File: config.mk
export PLATFORM = sky130hd
export DESIGN_NAME = mmu_isr_top
export DESIGN_NICKNAME = d
export VERILOG_FILES = /design/src/verilog/mmu_pkg.sv /design/src/verilog/dma_pkg.sv /design/src/verilog/isr_region_ctrl.sv /design/src/verilog/mmu_arbiter_isr.sv /design/src/verilog/mmu_isr_top.sv /design/src/verilog/seq_fifo.sv
export SDC_FILE = /design/constraint.sdc
export NUM_CORES = 1
export LEC_CHECK = 0
export ABC_AREA = 1
export BUFFER_PORTS_ARGS = -buffer_cell sky130_fd_sc_hd__buf_2
export CORE_AREA = 2 2 282 284
export DETAILED_ROUTE_END_ITERATION = 8
export DIE_AREA = 0 0 284 286
export GPL_TIMING_DRIVEN = 1
export HOLD_SLACK_MARGIN = 0.15
export PLACE_DENSITY = 0.3
export SYNTH_ARGS = -nofsm -noshare
export SYNTH_HDL_FRONTEND = slang
export SYNTH_SLANG_ARGS = --single-unit
export TNS_END_PERCENT = 1
File: constraint.sdc
create_clock -name aclk -period 3.5 [get_ports aclk]
set_input_delay 0.7 -clock aclk [delete_from_list [all_inputs] [get_ports aclk]]
set_output_delay 0.7 -clock aclk [all_outputs]
set_load 0.01 [all_outputs]
File: src/verilog/mmu_pkg.sv
package mmu_pkg;

    // ------------------------------------------------------------------------
    // Sizing
    // ------------------------------------------------------------------------

    // Virtual regions sharing the ISR path
    localparam int N_REGIONS      = 4;
    localparam int N_REGIONS_BITS = 2;

    // Transfers with last set that can wait for a done
    localparam int N_OUTSTANDING  = 4;

    localparam int PADDR_BITS     = 48;
    localparam int LEN_BITS       = 28;

    // Per-region completion counter, wraps
    localparam int CNT_BITS       = 16;

    // ------------------------------------------------------------------------
    // Plain vectors
    // ------------------------------------------------------------------------
    typedef logic [N_REGIONS_BITS-1:0] region_t;
    typedef logic [PADDR_BITS-1:0]     paddr_t;
    typedef logic [LEN_BITS-1:0]       len_t;
    typedef logic [CNT_BITS-1:0]       cnt_t;

endpackage

File: src/verilog/dma_pkg.sv
package dma_pkg;

    import mmu_pkg::*;

    // ------------------------------------------------------------------------
    // Descriptors
    // ------------------------------------------------------------------------

    // Pad bits of an engine request, always zero here
    localparam int RSRVD_BITS = 3;

    // One descriptor as offered by a region
    // Host and card addresses of the same transfer
    typedef struct packed {
        paddr_t paddr_host;
        paddr_t paddr_card;
        len_t   len;
        // Ends a message, a done is expected for it
        logic   last;
    } dma_isr_req_t;

    // Request to a single engine
    typedef struct packed {
        paddr_t                paddr;
        len_t                  len;
        logic                  last;
        logic [RSRVD_BITS-1:0] rsrvd;
    } dma_req_t;

    // ------------------------------------------------------------------------
    // Register port
    // ------------------------------------------------------------------------
    typedef logic [2:0] cfg_addr_t;

    // Enable mask, one bit per region
    localparam cfg_addr_t CFG_ADDR_EN  = 3'd0;

    // Counters of regions 0 to 3 from here on
    localparam cfg_addr_t CFG_ADDR_CNT = 3'd4;

endpackage

File: src/verilog/isr_region_ctrl.sv
module isr_region_ctrl
    import mmu_pkg::*;
    import dma_pkg::*;
(
    input  logic                 aclk,
    input  logic                 aresetn,

    // Register port
    input  logic                 cfg_we,
    input  cfg_addr_t            cfg_addr,
    input  cnt_t                 cfg_wdata,
    output cnt_t                 cfg_rdata,

    // To and from the arbiter
    output logic [N_REGIONS-1:0] region_en,
    input  logic [N_REGIONS-1:0] rsp_done
);

    cnt_t    cnt_q [N_REGIONS];
    logic    cnt_sel;
    region_t cnt_idx;

    // Counter window decode
    assign cnt_sel = (cfg_addr >= CFG_ADDR_CNT);
    assign cnt_idx = region_t'(cfg_addr - CFG_ADDR_CNT);

    // ------------------------------------------------------------------------
    // Enable mask
    // ------------------------------------------------------------------------

    // All regions enabled out of reset
    always_ff @(posedge aclk) begin
        if (!aresetn)
            region_en <= '1;
        else if (cfg_we && cfg_addr == CFG_ADDR_EN)
            region_en <= cfg_wdata[N_REGIONS-1:0];
    end

    // ------------------------------------------------------------------------
    // Completion counters
    // ------------------------------------------------------------------------
    for (genvar i = 0; i < N_REGIONS; i++) begin : g_cnt
        always_ff @(posedge aclk) begin
            if (!aresetn) begin
                cnt_q[i] <= '0;
            end else if (cfg_we && cnt_sel && cnt_idx == region_t'(i)) begin
                // Write clears, wins over a done in the same cycle
                cnt_q[i] <= '0;
            end else if (rsp_done[i]) begin
                // Wraps at CNT_BITS
                cnt_q[i] <= cnt_q[i] + 1'b1;
            end
        end
    end

    // Read mux, unmapped addresses read zero
    always_comb begin
        cfg_rdata = '0;
        if (cnt_sel)
            cfg_rdata = cnt_q[cnt_idx];
        else if (cfg_addr == CFG_ADDR_EN)
            cfg_rdata[N_REGIONS-1:0] = region_en;
    end

endmodule

File: src/verilog/mmu_arbiter_isr.sv
module mmu_arbiter_isr
    import mmu_pkg::*;
    import dma_pkg::*;
#(
    // 0 read, done from card engine; 1 write, done from host engine
    parameter int RDWR = 0
) (
    input  logic                          aclk,
    input  logic                          aresetn,

    // Region side
    input  logic         [N_REGIONS-1:0]  region_en,
    input  logic         [N_REGIONS-1:0]  req_valid,
    output logic         [N_REGIONS-1:0]  req_ready,
    input  dma_isr_req_t [N_REGIONS-1:0]  req,
    output logic         [N_REGIONS-1:0]  rsp_done,

    // Engine side
    output logic                          host_valid,
    output dma_req_t                      host_req,
    input  logic                          host_ready,
    output logic                          card_valid,
    output dma_req_t                      card_req,
    input  logic                          card_ready,
    input  logic                          host_done,
    input  logic                          card_done
);

    logic [N_REGIONS-1:0] eligible;
    logic                 found;
    region_t              winner;
    region_t              rr_reg;
    dma_isr_req_t         sel;

    logic                 eng_ready;
    logic                 grant;
    logic                 done_src;

    // Completion queue
    logic                 seq_push;
    logic                 seq_ready;
    region_t              seq_head;

    // ------------------------------------------------------------------------
    // Round-robin selection
    // ------------------------------------------------------------------------

    // Disabled regions drop out of arbitration
    assign eligible = req_valid & region_en;

    // First eligible region at or after the pointer, wrapping
    always_comb begin
        int idx;
        idx    = 0;
        found  = 1'b0;
        winner = rr_reg;
        for (int i = 0; i < N_REGIONS; i++) begin
            idx = int'(rr_reg) + i;
            if (idx >= N_REGIONS)
                idx = idx - N_REGIONS;
            if (!found && eligible[idx]) begin
                found  = 1'b1;
                winner = region_t'(idx);
            end
        end
    end

    // Both engines take it in the same cycle, and the queue must have room
    // Nothing granted while reset is held
    assign eng_ready = host_ready & card_ready;
    assign grant     = aresetn & found & eng_ready & seq_ready;

    assign req_ready = grant ? (N_REGIONS'(1) << winner) : '0;

    // Pointer steps by one per handshake, not past the winner
    always_ff @(posedge aclk) begin
        if (!aresetn) begin
            rr_reg <= '0;
        end else if (grant) begin
            if (rr_reg == region_t'(N_REGIONS - 1))
                rr_reg <= '0;
            else
                rr_reg <= rr_reg + 1'b1;
        end
    end

    // ------------------------------------------------------------------------
    // Duplication to both engines
    // ------------------------------------------------------------------------
    assign sel = req[winner];

    assign host_valid = grant;
    assign card_valid = grant;

    assign host_req = '{paddr: sel.paddr_host, len: sel.len, last: sel.last, rsrvd: '0};
    assign card_req = '{paddr: sel.paddr_card, len: sel.len, last: sel.last, rsrvd: '0};

    // ------------------------------------------------------------------------
    // Completion routing
    // ------------------------------------------------------------------------
    if (RDWR == 0) begin : g_done_card
        assign done_src = card_done;
    end else begin : g_done_host
        assign done_src = host_done;
    end

    // Only message ends get a done back
    assign seq_push = grant & sel.last;

    seq_fifo #(
        .DEPTH      (N_OUTSTANDING)
    ) inst_seq_done (
        .aclk       (aclk),
        .aresetn    (aresetn),
        .push       (seq_push),
        .push_ready (seq_ready),
        .push_data  (winner),
        .pop        (done_src),
        .pop_data   (seq_head)
    );

    // Done goes to the oldest owner, queue pops on the same edge
    assign rsp_done = done_src ? (N_REGIONS'(1) << seq_head) : '0;

endmodule

File: src/verilog/mmu_isr_top.sv
module mmu_isr_top
    import mmu_pkg::*;
    import dma_pkg::*;
#(
    parameter int RDWR = 0
) (
    input  logic                          aclk,
    input  logic                          aresetn,

    // Regions
    input  logic         [N_REGIONS-1:0]  req_valid,
    output logic         [N_REGIONS-1:0]  req_ready,
    input  dma_isr_req_t [N_REGIONS-1:0]  req,
    output logic         [N_REGIONS-1:0]  rsp_done,

    // Host engine
    output logic                          host_valid,
    output dma_req_t                      host_req,
    input  logic                          host_ready,
    input  logic                          host_done,

    // Card engine
    output logic                          card_valid,
    output dma_req_t                      card_req,
    input  logic                          card_ready,
    input  logic                          card_done,

    // Register port
    input  logic                          cfg_we,
    input  cfg_addr_t                     cfg_addr,
    input  cnt_t                          cfg_wdata,
    output cnt_t                          cfg_rdata
);

    logic [N_REGIONS-1:0] region_en;

    // Mask and counters
    isr_region_ctrl inst_ctrl (
        .aclk       (aclk),
        .aresetn    (aresetn),
        .cfg_we     (cfg_we),
        .cfg_addr   (cfg_addr),
        .cfg_wdata  (cfg_wdata),
        .cfg_rdata  (cfg_rdata),
        .region_en  (region_en),
        .rsp_done   (rsp_done)
    );

    // Selection and completion routing
    mmu_arbiter_isr #(
        .RDWR       (RDWR)
    ) inst_arb (
        .aclk       (aclk),
        .aresetn    (aresetn),
        .region_en  (region_en),
        .req_valid  (req_valid),
        .req_ready  (req_ready),
        .req        (req),
        .rsp_done   (rsp_done),
        .host_valid (host_valid),
        .host_req   (host_req),
        .host_ready (host_ready),
        .card_valid (card_valid),
        .card_req   (card_req),
        .card_ready (card_ready),
        .host_done  (host_done),
        .card_done  (card_done)
    );

endmodule

File: src/verilog/seq_fifo.sv
module seq_fifo
    import mmu_pkg::*;
#(
    parameter int DEPTH = 4
) (
    input  logic    aclk,
    input  logic    aresetn,

    input  logic    push,
    output logic    push_ready,
    input  region_t push_data,

    input  logic    pop,
    output region_t pop_data
);

    localparam int PTR_BITS = (DEPTH > 1) ? $clog2(DEPTH) : 1;
    localparam int OCC_BITS = $clog2(DEPTH + 1);

    region_t               mem [DEPTH];
    logic [PTR_BITS-1:0]   wr_ptr;
    logic [PTR_BITS-1:0]   rd_ptr;
    logic [OCC_BITS-1:0]   count;
    logic                  push_en;
    logic                  pop_en;

    // Circular increment, DEPTH need not be a power of two
    function automatic logic [PTR_BITS-1:0] ptr_inc(input logic [PTR_BITS-1:0] ptr);
        if (ptr == PTR_BITS'(DEPTH - 1))
            return '0;
        return ptr + 1'b1;
    endfunction

    assign push_ready = (count != OCC_BITS'(DEPTH));
    assign push_en    = push & push_ready;
    // Pop on empty is dropped
    assign pop_en     = pop & (count != '0);

    // Head always visible
    assign pop_data = mem[rd_ptr];

    always_ff @(posedge aclk) begin
        if (push_en)
            mem[wr_ptr] <= push_data;
    end

    always_ff @(posedge aclk) begin
        if (!aresetn) begin
            wr_ptr <= '0;
            rd_ptr <= '0;
            count  <= '0;
        end else begin
            if (push_en)
                wr_ptr <= ptr_inc(wr_ptr);
            if (pop_en)
                rd_ptr <= ptr_inc(rd_ptr);
            // Occupancy, unchanged on push with pop
            case ({push_en, pop_en})
                2'b10:   count <= count + 1'b1;
                2'b01:   count <= count - 1'b1;
                default: count <= count;
            endcase
        end
    end

endmodule
==> flow_summary.json <==
{
  "cts.path.max_buffers": 2,
  "final_util_pct": 18.1,
  "start_util_pct": 10.8,
  "ant_nets": 0,
  "largest_registers": "inst_ctrl.cnt_q: 64 flops, inst_arb.inst_seq_done.mem: 8 flops, inst_ctrl.region_en: 4 flops",
  "path_clk_slew_ns": 0.07,
  "min_from": "inst_arb.inst_seq_done.count[0]",
  "cts_tree": "yes",
  "place.gp.congestion": 0.978,
  "drive_gt1_share_pct": 45.0,
  "drtIter0Drc": 746,
  "fin_crit_sh_pct": 100,
  "ys_seq_area_share_pct": 29.2,
  "p_clk_share_pct": 13.6,
  "crit_type": "reg -> out",
  "slew_violations": 0,
  "clock_skew_ns": 0.0164,
  "portBuffers": 696,
  "hp-class": "reg -> reg",
  "io-pin-count": 716,
  "grt_pass1_vias": 12173,
  "clock_sinks": 87,
  "path_max_fanout": 13,
  "crit_path_end_kind": "primary output",
  "timing.hold.ws_ns": 0.490,
  "fin_crit_ns": 3.51,
  "drtPass1Iterations": 5,
  "peakVddDrop_mv": 0.214,
  "tightest_slew_ns": 0.556,
  "cts_root_buf": "clkbuf_16",
  "sw_frac_of_total_pct": 49.9,
  "fp.dieW_um": 284,
  "largest_register_ffs": 64,
  "yosys.area.top_type": "edfxtp_1",
  "crit_path_cell_trace": "buf_8 > inv_6 > nand3_2 > nand3_1 > nand2_4 > inv_1 > nand2_1 > nand2_2 > nand3_2 > nand2_4 > nor2_4 > buf_12 > buf_12 > nand2_1 > nand4_1 > buf_2",
  "grt_start_max_net_pins": 39,
  "violations": "negative setup slack",
  "synth-async-reset-ratio_pct": 0,
  "synth.avg_cell_area_um2": 6.85,
  "synth-seq-cells": 87,
  "layout_setup_ws_ns": -0.00533,
  "seq_power_share_pct": 17.8,
  "status": "finished with violations",
  "dp_cells": 2979,
  "fin_nets": 2485,
  "drc": 0,
  "setup_viol": 1,
  "htree_levels": 3,
  "fin_cells": 3006,
  "yosysUniqueCellTypes": 44,
  "yosysTopAreaCellShare_pct": 25.6,
  "synth.top_cells.by_count": "422 x nand2_1, 122 x a22oi_1, 94 x inv_1",
  "wl_per_cell_um": 29.4,
  "yosysMostFrequentCell": "nand2_1",
  "numCtsBuffers": 9,
  "critPathMaxStageDelay_ns": 0.36,
  "rsz0062_at_grt": "yes",
  "power_density_mw_per_mm2": 564,
  "hpwl_um": 80500,
  "synth_area_leaders": "edfxtp_1 26%, nand2_1 19%, a22oi_1 11%, nand4_1 5.1%, buf_4 4.8%",
  "grt_usage_pct": 20.8,
  "yosys_warnings": 0,
  "hold_viol": 0,
  "grt_pass1_wl_um": 114000,
  "synth_area_mm2": 0.00845,
  "slew_headroom_pct": 62.9,
  "clk_latency_ns": 0.36,
  "fp.dieH_um": 286,
  "vias": 12299,
  "leakagePower_nw": 6.72,
  "internal_power_mw": 4.01,
  "slowest_stage": "dfxtp_4",
  "drv_cap": 0,
  "power_switching_mw": 3.99,
  "synth_cells": 1234,
  "top_register": "inst_ctrl.cnt_q",
  "hold_buffers": 0,
  "antenna_found_initial": 87,
  "startpoint_type": "flip-flop",
  "areaGrowthSynthToFinish_pct": 67.9,
  "synth-edff-count": 72,
  "finalPower_mw": 7.99,
  "arrival_ns": 2.81,
  "crit_path_start": "inst_arb.rr_reg[0]",
  "die_area_mm2": 0.0812,
  "grt_overflow": 0,
  "wirelength_um": 88500,
  "combPwrFrac_pct": 68.6,
  "core_mm2": 0.0784,
  "vias_per_cell": 4.09,
  "rr_startpoint": "inst_arb.rr_reg[0]",
  "critPathRequiredTime_ns": 2.80,
  "fmax_mhz": 285,
  "rows": 103,
  "ys.flop_type": "edfxtp_1"
}
==> critical path: cells and delay by family (launching register included) <==
| family | cells | cell delay, ns |
|---|---|---|
| DFF | 1 | 0.36 |
| buffers and inverters | 6 | 0.93 |
| and+or+nand+nor | 10 | 1.14 |
==> repair_timing <==
action | CTS | global route
setup endpoints to repair | 152 | 150
gates resized for setup | 37 | 43
pin swaps | 13 | 12
buffers inserted | 2 | 1
==> cell type report <==
type / count / area, um2
Antenna cell: 8 / 20.0
Clock buffer: 10 / 229
Clock inverter: 6 / 92.6
Fill cell: 9234 / 64200
Inverter: 99 / 387
Multi-Input combinational cell: 952 / 5110
Sequential cell: 87 / 2470
Tap cell: 1050 / 1310
Timing Repair Buffer: 794 / 4560
==> cells by family (layout without fill, tap and decap cells) <==
family,count (synthesis),in the layout,share of synthesized area (%)
AOI/OAI and AO/OA,215,215,17.6
xor gates and xnor gates,11,11,1.14
adders and majority gates,12,12,1.87
buffers and inverters,200,909,12.2
DFF,87,87,29.2
other,1,14,0.0444
and+or+nand+nor,708,708,38.0
==> cell usage in the layout, fill, tap and decap left out, types with 4 or more instances in the layout <==
| master | n |
|---|---|
| buf_2 | 684 |
| nand2_1 | 402 |
| a22oi_1 | 115 |
| inv_1 | 93 |
| nor2_1 | 85 |
| buf_4 | 78 |
| edfxtp_1 | 72 |
| nand4_1 | 69 |
| nor3_1 | 42 |
| nand3_1 | 35 |
| a21oi_1 | 31 |
| nand2_2 | 26 |
| buf_12 | 19 |
| o22ai_1 | 18 |
| o21ai_0 | 17 |
| nor3b_1 | 13 |
| dfxtp_1 | 13 |
| a221oi_1 | 12 |
| ha_1 | 10 |
| clkbuf_16 | 9 |
| buf_6 | 9 |
| diode_2 | 8 |
| nor4_1 | 8 |
| xor2_1 | 8 |
| nand3_2 | 8 |
| a22oi_2 | 7 |
| nand2_4 | 6 |
| conb_1 | 6 |
| a31oi_1 | 5 |
| o21bai_1 | 4 |
==> power by group through the flow <==
stage,Sequential [mW],Combinational [mW],Clock (mW)
final,1.43,5.49,1.08
after global routing,1.45,5.89,1.16
after CTS,1.43,5.48,1.13
after detailed placement,1.45,5.36,0
after global placement,1.44,5.40,0
after floorplan,1.41,2.60,0
==> per-layer routing <==
layer | GRT usage, % | share of wire [%] | wire, um | vias up
met5 | 0 | 0.079 | 70 | -
met4 | 3.01 | 2.4 | 2100 | 12
met3 | 2.61 | 4.6 | 4070 | 173
met2 | 40.0 | 53 | 46600 | 618
met1 | 25.0 | 40 | 35700 | 5803
li1 | - | - | - | 5693
==> per-stage QoR <==
| stage | TNS, ns | setup WS, ns | area [um2] |
|---|---|---|---|
| final | -0.00533 | -0.00533 | 14200 |
| after global routing | -6.04 | -0.130 | 14200 |
| after CTS | -0.580 | -0.0941 | 14000 |
| after detailed placement | -0.368 | -0.311 | 13500 |
| after global placement | -1.42 | -0.396 | 13500 |
| after floorplan | 0 | 0.512 | 8470 |
==> worst paths after layout <==
path | endpoint | slack [ns] | cells after the start
max | host_req[46] | -0.005 | 16
min | inst_arb.inst_seq_done.count[0] | 0.49 | 1
max reg2reg | inst_arb.inst_seq_done.count[2] | 0.35 | 23
min reg2reg | inst_arb.inst_seq_done.count[0] | 0.49 | 1
Power figures use the tool's default switching activity.
